==> src/hw/isa_pkg.sv <==
// RV32I definitions shared by the dispatch subsystem
// Data and register index widths, opcode type and major opcode values

package isa_pkg;

    localparam int XLEN       = 32;
    localparam int REG_ADDR_W = 5;

    typedef logic [6:0] opcode_t;

    // Major opcodes, instruction bits [6:0]
    localparam opcode_t OPCODE_OPIMM  = 7'b0010011;
    localparam opcode_t OPCODE_LUI    = 7'b0110111;
    localparam opcode_t OPCODE_AUIPC  = 7'b0010111;
    localparam opcode_t OPCODE_OP     = 7'b0110011;
    localparam opcode_t OPCODE_JAL    = 7'b1101111;
    localparam opcode_t OPCODE_JALR   = 7'b1100111;
    localparam opcode_t OPCODE_BRANCH = 7'b1100011;
    localparam opcode_t OPCODE_LOAD   = 7'b0000011;
    localparam opcode_t OPCODE_STORE  = 7'b0100011;

endpackage
==> src/hw/ooo_pkg.sv <==
// Out-of-order core definitions
// ROB size and tag type, ROB operation codes, and the packed structs
// passed between queue, dispatch, ROB, reservation station and CDB

package ooo_pkg;

    import isa_pkg::*;

    localparam int ROB_TAG_W = 3;
    localparam int ROB_DEPTH = 1 << ROB_TAG_W;

    typedef logic [ROB_TAG_W-1:0] rob_tag_t;

    typedef enum logic [1:0] {
        ROB_OP_INT,
        ROB_OP_BR,
        ROB_OP_LD,
        ROB_OP_STR
    } rob_op_t;

    // One instruction queue slot
    typedef struct packed {
        logic [XLEN-1:0] insn;
        logic [XLEN-1:0] iaddr;
    } insn_entry_t;

    typedef struct packed {
        rob_op_t               op;
        logic [REG_ADDR_W-1:0] rdest;
        logic [XLEN-1:0]       iaddr;
    } rob_alloc_t;

    // Renamed source operand
    typedef struct packed {
        logic            rdy;
        rob_tag_t        tag;
        logic [XLEN-1:0] data;
    } src_info_t;

    typedef struct packed {
        opcode_t         opcode;
        logic [XLEN-1:0] insn;
        logic [XLEN-1:0] iaddr;
        rob_tag_t        dst_tag;
        src_info_t [1:0] src;
    } rs_alloc_t;

    // Operation sent to the execution unit
    typedef struct packed {
        opcode_t               opcode;
        logic [XLEN-1:0]       insn;
        logic [XLEN-1:0]       iaddr;
        rob_tag_t              dst_tag;
        logic [1:0][XLEN-1:0]  src_data;
    } issue_t;

    typedef struct packed {
        rob_tag_t        tag;
        logic [XLEN-1:0] data;
    } cdb_t;

    typedef struct packed {
        rob_op_t               op;
        logic [REG_ADDR_W-1:0] rdest;
        logic [XLEN-1:0]       data;
    } commit_t;

endpackage

==> src/hw/ooo_dispatch_top.sv <==
// Dispatch subsystem top level
// Instruction queue, dispatch, reorder buffer and reservation station

`timescale 1ns/1ps

module ooo_dispatch_top #(
    parameter int FIFO_DEPTH = 4,
    parameter int RS_DEPTH   = 4
) (
    input  logic                 clk,
    input  logic                 arst_n,
    input  logic                 push_valid,
    input  ooo_pkg::insn_entry_t push_data,
    output logic                 full,
    input  logic                 cdb_valid,
    input  ooo_pkg::cdb_t        cdb,
    output logic                 issue_valid,
    output ooo_pkg::issue_t      issue,
    input  logic                 issue_ready,
    output logic                 commit_valid,
    output ooo_pkg::commit_t     commit
);

    import isa_pkg::*;
    import ooo_pkg::*;

    insn_entry_t                 fifo_head;
    logic                        fifo_empty;
    logic                        fifo_rd_en;
    logic                        rob_full;
    logic                        rob_alloc_en;
    rob_alloc_t                  rob_alloc;
    rob_tag_t                    rob_alloc_tag;
    logic [1:0][REG_ADDR_W-1:0]  lookup_rsrc;
    src_info_t [1:0]             lookup_src;
    logic                        rs_full;
    logic                        rs_alloc_en;
    rs_alloc_t                   rs_alloc;

    insn_fifo #(
        .FIFO_DEPTH(FIFO_DEPTH)
    ) u_insn_fifo (
        .clk        (clk),
        .arst_n     (arst_n),
        .push_valid (push_valid),
        .push_data  (push_data),
        .full       (full),
        .rd_en      (fifo_rd_en),
        .empty      (fifo_empty),
        .head       (fifo_head)
    );

    dispatch u_dispatch (
        .fifo_head     (fifo_head),
        .fifo_empty    (fifo_empty),
        .fifo_rd_en    (fifo_rd_en),
        .rob_full      (rob_full),
        .rob_alloc_en  (rob_alloc_en),
        .rob_alloc     (rob_alloc),
        .rob_alloc_tag (rob_alloc_tag),
        .lookup_rsrc   (lookup_rsrc),
        .lookup_src    (lookup_src),
        .rs_full       (rs_full),
        .rs_alloc_en   (rs_alloc_en),
        .rs_alloc      (rs_alloc)
    );

    reorder_buffer u_reorder_buffer (
        .clk          (clk),
        .arst_n       (arst_n),
        .alloc_en     (rob_alloc_en),
        .alloc        (rob_alloc),
        .alloc_tag    (rob_alloc_tag),
        .full         (rob_full),
        .lookup_rsrc  (lookup_rsrc),
        .lookup_src   (lookup_src),
        .cdb_valid    (cdb_valid),
        .cdb          (cdb),
        .commit_valid (commit_valid),
        .commit       (commit)
    );

    reservation_station #(
        .RS_DEPTH(RS_DEPTH)
    ) u_reservation_station (
        .clk         (clk),
        .arst_n      (arst_n),
        .alloc_en    (rs_alloc_en),
        .alloc       (rs_alloc),
        .full        (rs_full),
        .cdb_valid   (cdb_valid),
        .cdb         (cdb),
        .issue_valid (issue_valid),
        .issue       (issue),
        .issue_ready (issue_ready)
    );

endmodule

==> src/hw/reservation_station.sv <==
// Reservation station
// Entries wait on source tags, capture CDB results and issue oldest ready first
// Age counts the valid entries allocated before each entry

`timescale 1ns/1ps

module reservation_station #(
    parameter int RS_DEPTH = 4
) (
    input  logic               clk,
    input  logic               arst_n,
    input  logic               alloc_en,
    input  ooo_pkg::rs_alloc_t alloc,
    output logic               full,
    input  logic               cdb_valid,
    input  ooo_pkg::cdb_t      cdb,
    output logic               issue_valid,
    output ooo_pkg::issue_t    issue,
    input  logic               issue_ready
);

    import ooo_pkg::*;

    localparam int IDX_W = (RS_DEPTH > 1) ? $clog2(RS_DEPTH) : 1;
    localparam int CNT_W = $clog2(RS_DEPTH + 1);

    rs_alloc_t           ent [RS_DEPTH];
    logic [RS_DEPTH-1:0] valid;
    logic [IDX_W-1:0]    age [RS_DEPTH];
    rs_alloc_t           alloc_woken;
    logic [IDX_W-1:0]    free_idx;
    logic [IDX_W-1:0]    oldest_idx;
    logic [IDX_W-1:0]    held_idx;
    logic [IDX_W-1:0]    sel;
    logic [CNT_W-1:0]    occupancy;
    logic                any_ready;
    logic                held;
    logic                fire;

    always_comb begin
        free_idx   = '0;
        occupancy  = '0;
        oldest_idx = '0;
        any_ready  = 1'b0;
        for (int i = RS_DEPTH - 1; i >= 0; i--) begin
            if (!valid[i]) begin
                free_idx = IDX_W'(i);
            end
        end
        for (int i = 0; i < RS_DEPTH; i++) begin
            occupancy = occupancy + CNT_W'(valid[i]);
            if (valid[i] && ent[i].src[0].rdy && ent[i].src[1].rdy &&
                (!any_ready || age[i] < age[oldest_idx])) begin
                any_ready  = 1'b1;
                oldest_idx = IDX_W'(i);
            end
        end
    end

    // Same-cycle wakeup of the entry being allocated
    always_comb begin
        alloc_woken = alloc;
        for (int j = 0; j < 2; j++) begin
            if (cdb_valid && !alloc.src[j].rdy && alloc.src[j].tag == cdb.tag) begin
                alloc_woken.src[j].rdy  = 1'b1;
                alloc_woken.src[j].data = cdb.data;
            end
        end
    end

    // A stalled issue keeps its entry until accepted
    assign sel         = held ? held_idx : oldest_idx;
    assign full        = &valid;
    assign issue_valid = any_ready;
    assign fire        = issue_valid && issue_ready;

    always_comb begin
        issue.opcode  = ent[sel].opcode;
        issue.insn    = ent[sel].insn;
        issue.iaddr   = ent[sel].iaddr;
        issue.dst_tag = ent[sel].dst_tag;
        for (int j = 0; j < 2; j++) begin
            issue.src_data[j] = ent[sel].src[j].data;
        end
    end

    always_ff @(posedge clk or negedge arst_n) begin
        if (!arst_n) begin
            valid    <= '0;
            age      <= '{default: '0};
            held     <= 1'b0;
            held_idx <= '0;
        end else begin
            for (int i = 0; i < RS_DEPTH; i++) begin
                if (fire && valid[i] && age[i] > age[sel]) begin
                    age[i] <= age[i] - 1'b1;
                end
            end
            if (fire) begin
                valid[sel] <= 1'b0;
            end
            if (alloc_en) begin
                valid[free_idx] <= 1'b1;
                age[free_idx]   <= IDX_W'(occupancy - CNT_W'(fire));
            end
            held     <= issue_valid && !issue_ready;
            held_idx <= sel;
        end
    end

    always_ff @(posedge clk) begin
        for (int i = 0; i < RS_DEPTH; i++) begin
            if (alloc_en && free_idx == IDX_W'(i)) begin
                ent[i] <= alloc_woken;
            end else if (cdb_valid) begin
                for (int j = 0; j < 2; j++) begin
                    if (!ent[i].src[j].rdy && ent[i].src[j].tag == cdb.tag) begin
                        ent[i].src[j].rdy  <= 1'b1;
                        ent[i].src[j].data <= cdb.data;
                    end
                end
            end
        end
    end

endmodule

==> src/hw/reorder_buffer.sv <==
// Reorder buffer
// Circular entry array with rename map and architectural register file
// Source lookup, CDB writeback and in-order commit

`timescale 1ns/1ps

module reorder_buffer (
    input  logic                                clk,
    input  logic                                arst_n,
    input  logic                                alloc_en,
    input  ooo_pkg::rob_alloc_t                 alloc,
    output ooo_pkg::rob_tag_t                   alloc_tag,
    output logic                                full,
    input  logic [1:0][isa_pkg::REG_ADDR_W-1:0] lookup_rsrc,
    output ooo_pkg::src_info_t [1:0]            lookup_src,
    input  logic                                cdb_valid,
    input  ooo_pkg::cdb_t                       cdb,
    output logic                                commit_valid,
    output ooo_pkg::commit_t                    commit
);

    import isa_pkg::*;
    import ooo_pkg::*;

    localparam int NUM_REGS = 1 << REG_ADDR_W;
    localparam int CNT_W    = ROB_TAG_W + 1;

    rob_tag_t              head;
    rob_tag_t              tail;
    logic [CNT_W-1:0]      count;
    logic [ROB_DEPTH-1:0]  ent_done;
    rob_op_t               ent_op    [ROB_DEPTH];
    logic [REG_ADDR_W-1:0] ent_rdest [ROB_DEPTH];
    logic [XLEN-1:0]       ent_data  [ROB_DEPTH];
    logic [NUM_REGS-1:0]   map_pend;
    rob_tag_t              map_tag   [NUM_REGS];
    logic [XLEN-1:0]       regfile   [NUM_REGS];
    logic [REG_ADDR_W-1:0] head_rd;
    logic                  rf_write;

    assign alloc_tag    = tail;
    assign full         = (count == CNT_W'(ROB_DEPTH));
    assign head_rd      = ent_rdest[head];
    assign commit_valid = ent_done[head];
    assign commit.op    = ent_op[head];
    assign commit.rdest = head_rd;
    assign commit.data  = ent_data[head];

    // Only integer and jump results reach the register file
    assign rf_write = commit_valid && (head_rd != '0) &&
                      (ent_op[head] == ROB_OP_INT || ent_op[head] == ROB_OP_BR);

    always_comb begin
        logic [REG_ADDR_W-1:0] rs;
        for (int j = 0; j < 2; j++) begin
            rs = lookup_rsrc[j];
            lookup_src[j].tag = '0;
            if (rs == '0) begin
                lookup_src[j].rdy  = 1'b1;
                lookup_src[j].data = '0;
            end else if (map_pend[rs]) begin
                // Renamed: take the result if it is already back
                lookup_src[j].tag  = map_tag[rs];
                lookup_src[j].rdy  = ent_done[map_tag[rs]];
                lookup_src[j].data = ent_data[map_tag[rs]];
            end else begin
                lookup_src[j].rdy  = 1'b1;
                lookup_src[j].data = regfile[rs];
            end
        end
    end

    always_ff @(posedge clk or negedge arst_n) begin
        if (!arst_n) begin
            head     <= '0;
            tail     <= '0;
            count    <= '0;
            ent_done <= '0;
            map_pend <= '0;
            regfile  <= '{default: '0};
        end else begin
            if (cdb_valid) begin
                ent_done[cdb.tag] <= 1'b1;
            end
            if (commit_valid) begin
                ent_done[head] <= 1'b0;
                head           <= head + 1'b1;
                if (rf_write) begin
                    regfile[head_rd] <= ent_data[head];
                end
                if (map_tag[head_rd] == head) begin
                    map_pend[head_rd] <= 1'b0;
                end
            end
            // A rename in the same cycle overrides the commit clear
            if (alloc_en) begin
                ent_done[tail] <= 1'b0;
                tail           <= tail + 1'b1;
                if (alloc.rdest != '0) begin
                    map_pend[alloc.rdest] <= 1'b1;
                end
            end
            count <= count + CNT_W'(alloc_en) - CNT_W'(commit_valid);
        end
    end

    always_ff @(posedge clk) begin
        if (alloc_en) begin
            ent_op[tail]    <= alloc.op;
            ent_rdest[tail] <= alloc.rdest;
            if (alloc.rdest != '0) begin
                map_tag[alloc.rdest] <= tail;
            end
        end
        if (cdb_valid) begin
            ent_data[cdb.tag] <= cdb.data;
        end
    end

endmodule

==> src/hw/dispatch.sv <==
// Dispatch stage
// Decodes the queue head, classifies it for the ROB and the reservation
// station, renames its sources and enables queue, ROB and RS together

`timescale 1ns/1ps

module dispatch (
    input  ooo_pkg::insn_entry_t                 fifo_head,
    input  logic                                 fifo_empty,
    output logic                                 fifo_rd_en,
    input  logic                                 rob_full,
    output logic                                 rob_alloc_en,
    output ooo_pkg::rob_alloc_t                  rob_alloc,
    input  ooo_pkg::rob_tag_t                    rob_alloc_tag,
    output logic [1:0][isa_pkg::REG_ADDR_W-1:0]  lookup_rsrc,
    input  ooo_pkg::src_info_t [1:0]             lookup_src,
    input  logic                                 rs_full,
    output logic                                 rs_alloc_en,
    output ooo_pkg::rs_alloc_t                   rs_alloc
);

    import isa_pkg::*;
    import ooo_pkg::*;

    opcode_t               opcode;
    logic [REG_ADDR_W-1:0] rdest;
    rob_op_t               rob_op;
    logic [REG_ADDR_W-1:0] rob_rdest;
    opcode_t               rs_opcode;
    logic [1:0]            force_rdy;
    logic                  stall;
    logic                  enable;

    // Instruction fields
    assign opcode         = fifo_head.insn[6:0];
    assign rdest          = fifo_head.insn[11:7];
    assign lookup_rsrc[0] = fifo_head.insn[19:15];
    assign lookup_rsrc[1] = fifo_head.insn[24:20];

    // One enable for all three units
    assign stall        = rob_full || rs_full;
    assign enable       = !stall && !fifo_empty;
    assign fifo_rd_en   = enable;
    assign rob_alloc_en = enable;
    assign rs_alloc_en  = enable;

    // Classify opcode; force_rdy marks sources the operation does not read
    always_comb begin
        rob_op    = ROB_OP_INT;
        rob_rdest = rdest;
        rs_opcode = opcode;
        force_rdy = 2'b00;
        case (opcode)
            OPCODE_OPIMM: force_rdy = 2'b10;
            OPCODE_LUI, OPCODE_AUIPC: force_rdy = 2'b11;
            OPCODE_OP: force_rdy = 2'b00;
            OPCODE_JAL: begin
                rob_op    = ROB_OP_BR;
                force_rdy = 2'b11;
            end
            OPCODE_JALR: begin
                rob_op    = ROB_OP_BR;
                force_rdy = 2'b10;
            end
            OPCODE_BRANCH: begin
                rob_op    = ROB_OP_BR;
                rob_rdest = '0;
            end
            OPCODE_LOAD: begin
                rob_op    = ROB_OP_LD;
                force_rdy = 2'b10;
            end
            OPCODE_STORE: begin
                rob_op    = ROB_OP_STR;
                rob_rdest = '0;
            end
            default: begin
                // Treated as a no-op immediate
                rs_opcode = OPCODE_OPIMM;
                rob_rdest = '0;
                force_rdy = 2'b11;
            end
        endcase
    end

    assign rob_alloc.op    = rob_op;
    assign rob_alloc.rdest = rob_rdest;
    assign rob_alloc.iaddr = fifo_head.iaddr;

    always_comb begin
        rs_alloc.opcode  = rs_opcode;
        rs_alloc.insn    = fifo_head.insn;
        rs_alloc.iaddr   = fifo_head.iaddr;
        rs_alloc.dst_tag = rob_alloc_tag;
        for (int j = 0; j < 2; j++) begin
            rs_alloc.src[j]     = lookup_src[j];
            rs_alloc.src[j].rdy = lookup_src[j].rdy || force_rdy[j];
        end
    end

endmodule

==> src/hw/insn_fifo.sv <==
// Instruction queue between the front end and dispatch
// Circular buffer of instruction and address pairs, head shown combinationally

`timescale 1ns/1ps

module insn_fifo #(
    parameter int FIFO_DEPTH = 4
) (
    input  logic                 clk,
    input  logic                 arst_n,
    input  logic                 push_valid,
    input  ooo_pkg::insn_entry_t push_data,
    output logic                 full,
    input  logic                 rd_en,
    output logic                 empty,
    output ooo_pkg::insn_entry_t head
);

    import ooo_pkg::*;

    localparam int PTR_W = (FIFO_DEPTH > 1) ? $clog2(FIFO_DEPTH) : 1;
    localparam int CNT_W = $clog2(FIFO_DEPTH + 1);

    insn_entry_t      mem [FIFO_DEPTH];
    logic [PTR_W-1:0] wr_ptr;
    logic [PTR_W-1:0] rd_ptr;
    logic [CNT_W-1:0] count;
    logic             push;
    logic             pop;

    assign full  = (count == CNT_W'(FIFO_DEPTH));
    assign empty = (count == '0);
    assign head  = mem[rd_ptr];
    assign push  = push_valid && !full;
    assign pop   = rd_en && !empty;

    always_ff @(posedge clk or negedge arst_n) begin
        if (!arst_n) begin
            wr_ptr <= '0;
            rd_ptr <= '0;
            count  <= '0;
        end else begin
            if (push) begin
                wr_ptr <= (wr_ptr == PTR_W'(FIFO_DEPTH - 1)) ? '0 : wr_ptr + 1'b1;
            end
            if (pop) begin
                rd_ptr <= (rd_ptr == PTR_W'(FIFO_DEPTH - 1)) ? '0 : rd_ptr + 1'b1;
            end
            count <= count + CNT_W'(push) - CNT_W'(pop);
        end
    end

    always_ff @(posedge clk) begin
        if (push) begin
            mem[wr_ptr] <= push_data;
        end
    end

endmodule

==> config.mk <==
export PLATFORM = sky130hd
export DESIGN_NAME = ooo_dispatch_top
export DESIGN_NICKNAME = d
export VERILOG_FILES = /design/src/hw/isa_pkg.sv /design/src/hw/ooo_pkg.sv /design/src/hw/ooo_dispatch_top.sv /design/src/hw/reservation_station.sv /design/src/hw/reorder_buffer.sv /design/src/hw/dispatch.sv /design/src/hw/insn_fifo.sv
export SDC_FILE = /design/constraint.sdc
export NUM_CORES = 2
export LEC_CHECK = 0
export BUFFER_PORTS_ARGS = -buffer_cell sky130_fd_sc_hd__buf_2
export CAP_MARGIN = 15
export CORE_MARGIN = 4
export CORE_UTILIZATION = 41
export CTS_BUF_LIST = sky130_fd_sc_hd__clkbuf_2
export CTS_CLUSTER_SIZE = 30
export DETAILED_ROUTE_END_ITERATION = 8
export PLACE_DENSITY = 0.66
export SLEW_MARGIN = 20
export SYNTH_ARGS = -nofsm -noshare
export SYNTH_HDL_FRONTEND = slang
export SYNTH_SLANG_ARGS = --single-unit
==> constraint.sdc <==
create_clock -name clk -period 15.5 [get_ports clk]
set_clock_uncertainty 0.1 [all_clocks]
set_input_delay 0.775 -clock clk [delete_from_list [all_inputs] [get_ports clk]]
set_output_delay 0.775 -clock clk [all_outputs]
set_load 0.02 [all_outputs]
* Yosys cells after proc, flatten, opt, wreduce, memory -nomap -nowiden
Memory sizes are Yosys's and may differ from the RTL's. Cells that the tools add are included.
Cells by class: multiplexer cells 158, order comparisons 34, reduce and logical (&&, ||, !) cells 89, bitwise operators 34, equal/unequal tests 28, $add $sub $neg 16
Operators by type and width (number):
- bitwise mux 1024 bit | 1
- 2-to-1 mux 32 bit | 23
- binary-select mux 32 bit (select 5 bit) | 2
- demux 32 bit (select 5 bit) | 1
- 2-to-1 mux 1 bit | 80
- logical AND 1 bit | 51
- 2-to-1 mux 2 bit | 20
- equality test 3 bit | 11
- bitwise AND 32 bit | 1
- 2-to-1 mux 8 bit | 4
- NOT 32 bit | 1
- OR 32 bit | 1
- less-than comparator 5 x 6 -> 1 bit (second input constant) | 4
- equality test 7 x 6 -> 1 bit (second input constant) | 3
- equality test 7 bit (second input constant) | 3
- less-than comparator 3 x 4 -> 1 bit (second input constant) | 5
- greater-or-equal comparator 6 bit (second input constant) | 3
- NOT 5 -> 6 bit | 3
- zero test 1 bit | 17
- bitwise AND 8 bit | 2
- NOT 8 bit | 2
- OR 1 bit | 16
- equality test 7 x 5 -> 1 bit (second input constant) | 2
- binary-select mux 2 bit (select 2 bit) | 3
- other kinds (53) | 100
Word-level totals: word-level logic and storage cells 412, memory bits (writable) 1248, memories 6, bits in registers 1096, output and inout port bits 180, bits of input ports 104
Memories:
- u_reservation_station.ent | words 4, width 146, read ports 5, clocked after Yosys merged registers in 0, write ports 4, RTL line reservation_station.sv:27 | rs_alloc_t ent [RS_DEPTH];
- u_insn_fifo.mem | words 4, width 64, read ports 1, clocked after Yosys merged registers in 0, write ports 1, RTL line insn_fifo.sv:24 | insn_entry_t mem [FIFO_DEPTH];
- u_reorder_buffer.ent_data | words 8, width 32, read ports 3, clocked after Yosys merged registers in 0, write ports 1, RTL line reorder_buffer.sv:34 | logic [XLEN-1:0] ent_data [ROB_DEPTH];
- u_reorder_buffer.map_tag | words 32, width 3, read ports 3, clocked after Yosys merged registers in 0, write ports 1, RTL line reorder_buffer.sv:36 | rob_tag_t map_tag [NUM_REGS];
- u_reorder_buffer.ent_rdest | words 8, width 5, read ports 1, clocked after Yosys merged registers in 0, write ports 1, RTL line reorder_buffer.sv:33 | logic [REG_ADDR_W-1:0] ent_rdest [ROB_DEPTH];
- u_reorder_buffer.ent_op | words 8, width 2, read ports 1, clocked after Yosys merged registers in 0, write ports 1, RTL line reorder_buffer.sv:32 | rob_op_t ent_op [ROB_DEPTH];

* Longest topological paths before layout
An unclocked memory read counts as a cell.
word-level depth 34, mapped depth 30, gate-level depth less buffers 28

* Modules after synthesis
A second synthesis with hierarchy kept.
Second synthesis, totals: cell total of the unflattened synthesis 8533, area, all modules 114856.4 um^2
Modules (own cells, without submodules):
- reorder_buffer | seq. area each 39127.5 um^2, area an instance 76992.6 um^2, instances 1, cells each 5868
- reservation_station | seq. area each 17892.2 um^2, area an instance 26571.7 um^2, instances 1, cells each 2071
- insn_fifo | seq. area each 7862.5 um^2, area an instance 9666.8 um^2, instances 1, cells each 373
- dispatch | seq. area each 0.0 um^2, area an instance 1625.3 um^2, instances 1, cells each 221

* Worst setup path before layout
Ideal clock, no wire load.
path type register to register, start point register u_reservation_station.valid[0], end point register u_reservation_station.age[2] in the netlist's numbering, data required time 15.313 ns, setup time 0.087 ns, period minus slack after synthesis 5.402 ns, setup slack 10.098 ns, buffers on the path 4, stages on the path, launching flop included 26, data arrival time 5.216 ns, path through dfrtp_1 > clkbuf_1 > nand3_1 > o21ai_0 > mux2i_1 > ha_1 > nor2_1 > inv_1 > a21oi_1 > a21oi_1 > nand2_1 > o21ai_0 > ha_1 > o41a_1 > o21a_1 > o221ai_1 > clkbuf_1 > clkbuf_1 > clkbuf_1 > a211oi_1 > a21oi_1 > ha_1 > nor2_1 > o221ai_1 > a2111o_1 > o211ai_1
Between the ends: longest elaborated chain between the ends 33, elaborated cells on any way between the ends 55, classes of those cells 4 x add/sub; 5 x order compare; 23 x mux; 4 x bitwise; 19 x reduce/logical
RTL lines:
- start: declaration | RTL line reservation_station.sv:28 | logic [RS_DEPTH-1:0] valid;
- start signal: assignment | RTL line reservation_station.sv:89 | valid <= '0;
- start signal: indexed assignment | RTL line reservation_station.sv:100 | valid[sel] <= 1'b0;
- start signal: indexed assignment | RTL line reservation_station.sv:103 | valid[free_idx] <= 1'b1;
- logical AND 1 bit (2 in a row) | RTL line reservation_station.sv:52 | if (valid[i] && ent[i].src[0].rdy && ent[i].src[1].rdy &&
- 2-to-1 mux 1 bit | RTL line reservation_station.sv:52
- zero test 1 bit | RTL line reservation_station.sv:53 | (!any_ready || age[i] < age[oldest_idx])) begin
- logical OR 1 bit | RTL line reservation_station.sv:53
- logical AND 1 bit | RTL line reservation_station.sv:52
- 2-to-1 mux 1 bit | RTL line reservation_station.sv:52
- NOT 1 -> 3 bit (not written as such) | RTL line reservation_station.sv:53
- binary-select mux 2 bit (select 2 bit) | RTL line reservation_station.sv:53
- [... 15 more ...]
- NOT 2 -> 3 bit (not written as such) | RTL line reservation_station.sv:95 | if (fire && valid[i] && age[i] > age[sel]) begin
- binary-select mux 2 bit (select 2 bit) | RTL line reservation_station.sv:95
- 2-to-1 mux 2 bit (not written as such) (2 in a row) | RTL line reservation_station.sv:95
- > comparator 2 bit | RTL line reservation_station.sv:95
- logical AND 1 bit | RTL line reservation_station.sv:95
- 2-to-1 mux 2 bit | RTL line reservation_station.sv:95
- bitwise mux 8 bit | RTL line reservation_station.sv:104 | age[free_idx] <= IDX_W'(occupancy - CNT_W'(fire));
- 2-to-1 mux 8 bit * | RTL line reservation_station.sv:102 | if (alloc_en) begin
- end signal: indexed assignment | RTL line reservation_station.sv:96 | age[i] <= age[i] - 1'b1;
- end signal: indexed assignment | RTL line reservation_station.sv:104
- end: declaration | RTL line reservation_station.sv:29 | logic [IDX_W-1:0] age [RS_DEPTH];
Every way passes the cells marked *; elsewhere a longest branch is shown, timed or not. The select of a mux whose other input is x is not followed. A chain may end at the register's enable or synchronous reset.

==> impl_metrics.py <==
metrics = {
    "outcome": {
        "status": "complete, no violations",
    },
    "hold_path": {
        "hold_path.class": "in2reg",
        "min_from": "issue_ready",
        "worstHoldEndpoint": "u_reservation_station.held",
        "hold_path_depth": 4,
    },
    "synth": {
        "synthMuxAreaShare": 0.217,
        "synth_top_family_by_area": "multiplexers",
        "synth.distinct_cells": 95,
        "synth_compound_area_frac": 0.0890,
        "yosys_warnings": 0,
        "netlist_area_sq_mm": 0.114,
        "synthArstFlopShare": 0.468,
        "synth_fa_ha_area_frac": 0.00315,
        "ys_ff_latch": 2344,
        "synthCells": 8976,
        "synth_area_per_cell_sq_um": 12.7,
        "synthSimpleGateAreaFrac": 0.0863,
        "synth_edf_count": 1246,
        "dominantRegCellSynth": "edfxtp_1",
        "synth_xor_area_frac": 0.00299,
        "ys_seq_area_frac": 0.568,
    },
    "floorplanning": {
        "die_x_microns": 536,
        "die-area_sq_mm": 0.287,
        "rows": 193,
        "initial_core_util": 0.413,
        "io_pins": 284,
        "die-height_microns": 536,
        "core_area_sq_mm": 0.277,
    },
    "detailed_routing": {
        "avgViaCountPerCell": 5.95,
        "drtIter0Drc": 8840,
        "drtPass1Iterations": 6,
        "ant_nets": 0,
        "drc_errors": 0,
        "finalWirelength_microns": 350000,
        "via_count": 81000,
        "wl_per_cell_microns": 25.7,
    },
    "sta": {
        "setup_violations": 0,
        "fmax_mhz": 104,
        "final.min_clock_period_ns": 9.60,
        "hold_violations": 0,
        "worst_pin_slew_ns": 1.17,
        "rsz0062_at_grt": "no",
        "slew_viol_final": 0,
        "slew_headroom": 0.216,
        "setup_tns_ns": 0,
        "timing.final.crit_share": 0.620,
    },
    "layout": {
        "final_common_cell": "nand2_1",
        "nNetsFinal": 9604,
        "layoutNonFillerInstCount": 13600,
        "syn2layout_area_growth_pct": 11.1,
        "final_cell_mix": "nand2_1, edfxtp_1, dfrtp_1",
        "drive_gt1_frac": 0.253,
        "nFillCells": 24700,
        "stdcell_area_sq_mm": 0.127,
    },
    "placed_design": {
        "dp.cells": 12400,
        "placed_cell_area_sq_mm": 0.119,
        "dp_hpwl_microns": 203000,
        "gp_congestion": 0.935,
        "io_buffers": 283,
    },
    "setup_path": {
        "startpoint_type": "register",
        "reg2reg_to": "u_reservation_station.ent[2][20]",
        "cp_data_required_time_ns": 14.62,
        "path_class": "reg2out",
        "reg2regPathDepth": 13,
        "r2r-start": "u_insn_fifo.rd_ptr[0]",
        "worstPathMaxFanout": 86,
        "arrival_ns": 8.73,
        "r2r_slack_ns": 7.46,
        "cp-end-kind": "primary output",
    },
    "cts": {
        "htreeDepth": 6,
        "cts_tree": "yes",
        "max-clock-path-buffers": 4,
        "insertion_delay_ns": 1.81,
        "numClockSinks": 2344,
        "cts_buffers": 596,
        "cts.clk_slew.worst_paths_ns": 0.11,
        "cts-root-buf": "clkbuf_2",
    },
    "global_routing": {
        "track_usage": 0.240,
        "grt_max_degree": 157,
        "grt-ovfl-total": 0,
        "grt_pass1_vias": 82000,
        "grt_first_pass_wirelength_microns": 522000,
        "antenna_found_initial": 23,
    },
    "flow_run": {
        "cap_violations": 0,
    },
}
-- how the worst max path moves through the flow --
| stage | slack (ns) | end | start |
|---|---|---|---|
| after floorplan | 10.10 | u_reservation_station.age[2] | u_reservation_station.valid[0] |
| after CTS | 5.73 | issue[47] | u_reservation_station.age[5] |
| final | 5.90 | issue[47] | u_reservation_station.age[5] |
| after global placement | 7.55 | u_reservation_station.ent[2][18] | u_insn_fifo.rd_ptr[0] |
| after global routing | 5.31 | issue[47] | u_reservation_station.age[5] |
| after detailed placement | 7.42 | u_reservation_station.ent[2][21] | u_insn_fifo.rd_ptr[0] |
-- Yosys cell counts, types with 30 or more instances --
cell type | number | area [sq um]
nand2_1 | 1540 | 5780
edfxtp_1 | 1246 | 37400
dfrtp_1 | 1096 | 27400
mux4_2 | 785 | 17700
nor2_1 | 691 | 2590
o21ai_0 | 657 | 3290
clkbuf_1 | 584 | 2190
a21oi_1 | 523 | 2620
mux2i_1 | 465 | 4650
mux2_2 | 155 | 1750
a31oi_1 | 147 | 920
inv_1 | 118 | 443
buf_2 | 96 | 480
a211oi_1 | 80 | 601
mux2_1 | 67 | 754
nor3_1 | 66 | 330
buf_1 | 64 | 240
a22oi_1 | 47 | 353
nand3_1 | 39 | 195
o31ai_1 | 37 | 278
a22o_1 | 30 | 263
xnor2_1 | 30 | 263
-- flip-flops by register name, summed over array words and instances, names as in the netlist, 3 cells and up --
signal and cells:
u_reorder_buffer.map_pend 32, u_insn_fifo.count 3, u_insn_fifo.mem 256, u_reservation_station.valid 4, u_reorder_buffer.head 3, u_reorder_buffer.ent_op 16
u_reorder_buffer.map_tag 96, u_reorder_buffer.ent_done 8, u_reservation_station.age 8, u_reorder_buffer.ent_rdest 40, u_reorder_buffer.count 4, u_reorder_buffer.alloc_tag 3
u_reservation_station.ent 584, u_reorder_buffer.regfile 1024, u_reorder_buffer.ent_data 256
-- timing repair --
action,4_1_cts,5_1_grt
buffers inserted,0,0
hold endpoints to repair,1914,0
hold buffers,206,0
resized for setup,0,0
setup endpoints to repair,0,0
-- worst max-delay path, cell delays in order (launching register included) --
cell	delay (ns)
dfrtp_1	0.52
ha_1	0.36
a21oi_1	0.06
o21ai_0	0.27
mux2i_1	0.29
ha_1	0.26
nor2_1	0.14
inv_1	0.05
a21oi_1	0.14
a21oi_1	0.12
o21ai_0	0.19
ha_1	0.24
o41a_1	0.21
o21ai_0	0.11
a211o_1	0.38
nand2_4	0.11
buf_4	0.76
buf_4	0.83
buf_4	0.68
nand2_1	0.12
nand2_1	0.10
nor2_1	0.04
a31oi_1	0.56
buf_2	0.29
-- cell families (layout without fill, tap and decap cells) --
group | Yosys count | after routing
AOI/OAI and AO/OA | 1706 | 1706
xor gates and xnor gates | 39 | 39
adders and majority gates | 27 | 27
buffers and inverters | 908 | 1810
DFF | 2344 | 2344
muxes | 1473 | 1473
other | 2 | 26
and+or+nand+nor | 2477 | 2477
-- layout make-up --
cell class / count / area (sq um) / share of cell area
clock buffer: 848 / 4240 / 0.0334
inverter: 121 / 483 / 0.00380
tap: 3705 / 4640 / 0.0365
clock inverter: 164 / 1140 / 0.00897
sequential: 2344 / 64900 / 0.511
antenna: 15 / 37.5 / 0.000296
timing repair buffer: 677 / 5080 / 0.0400
multi-input combinational: 5733 / 46500 / 0.366
-- metal layers --
layer,vias to the layer above,share of wire,global-route usage
met3,909,0.093,0.0503
met4,12,0.056,0.127
met2,4441,0.47,0.380
met5,-,0.00020,0
met1,40900,0.38,0.311
li1,34700,-,-
-- through the flow --
stage / setup WS [ns] / hold WS (ns) / util
5_1_grt: 5.31 / 0.0472 / 0.458
2_1_floorplan: 10.10 / 0.341 / -
4_1_cts: 5.73 / 0.00937 / 0.458
3_3_place_gp: 7.55 / 0.276 / 0.431
3_5_place_dp: 7.42 / 0.283 / 0.431
6_report: 5.90 / 0.208 / 0.458
Power is not shown: default switching activity piles up to over one toggle a cycle in this logic, so the estimate is an artifact.
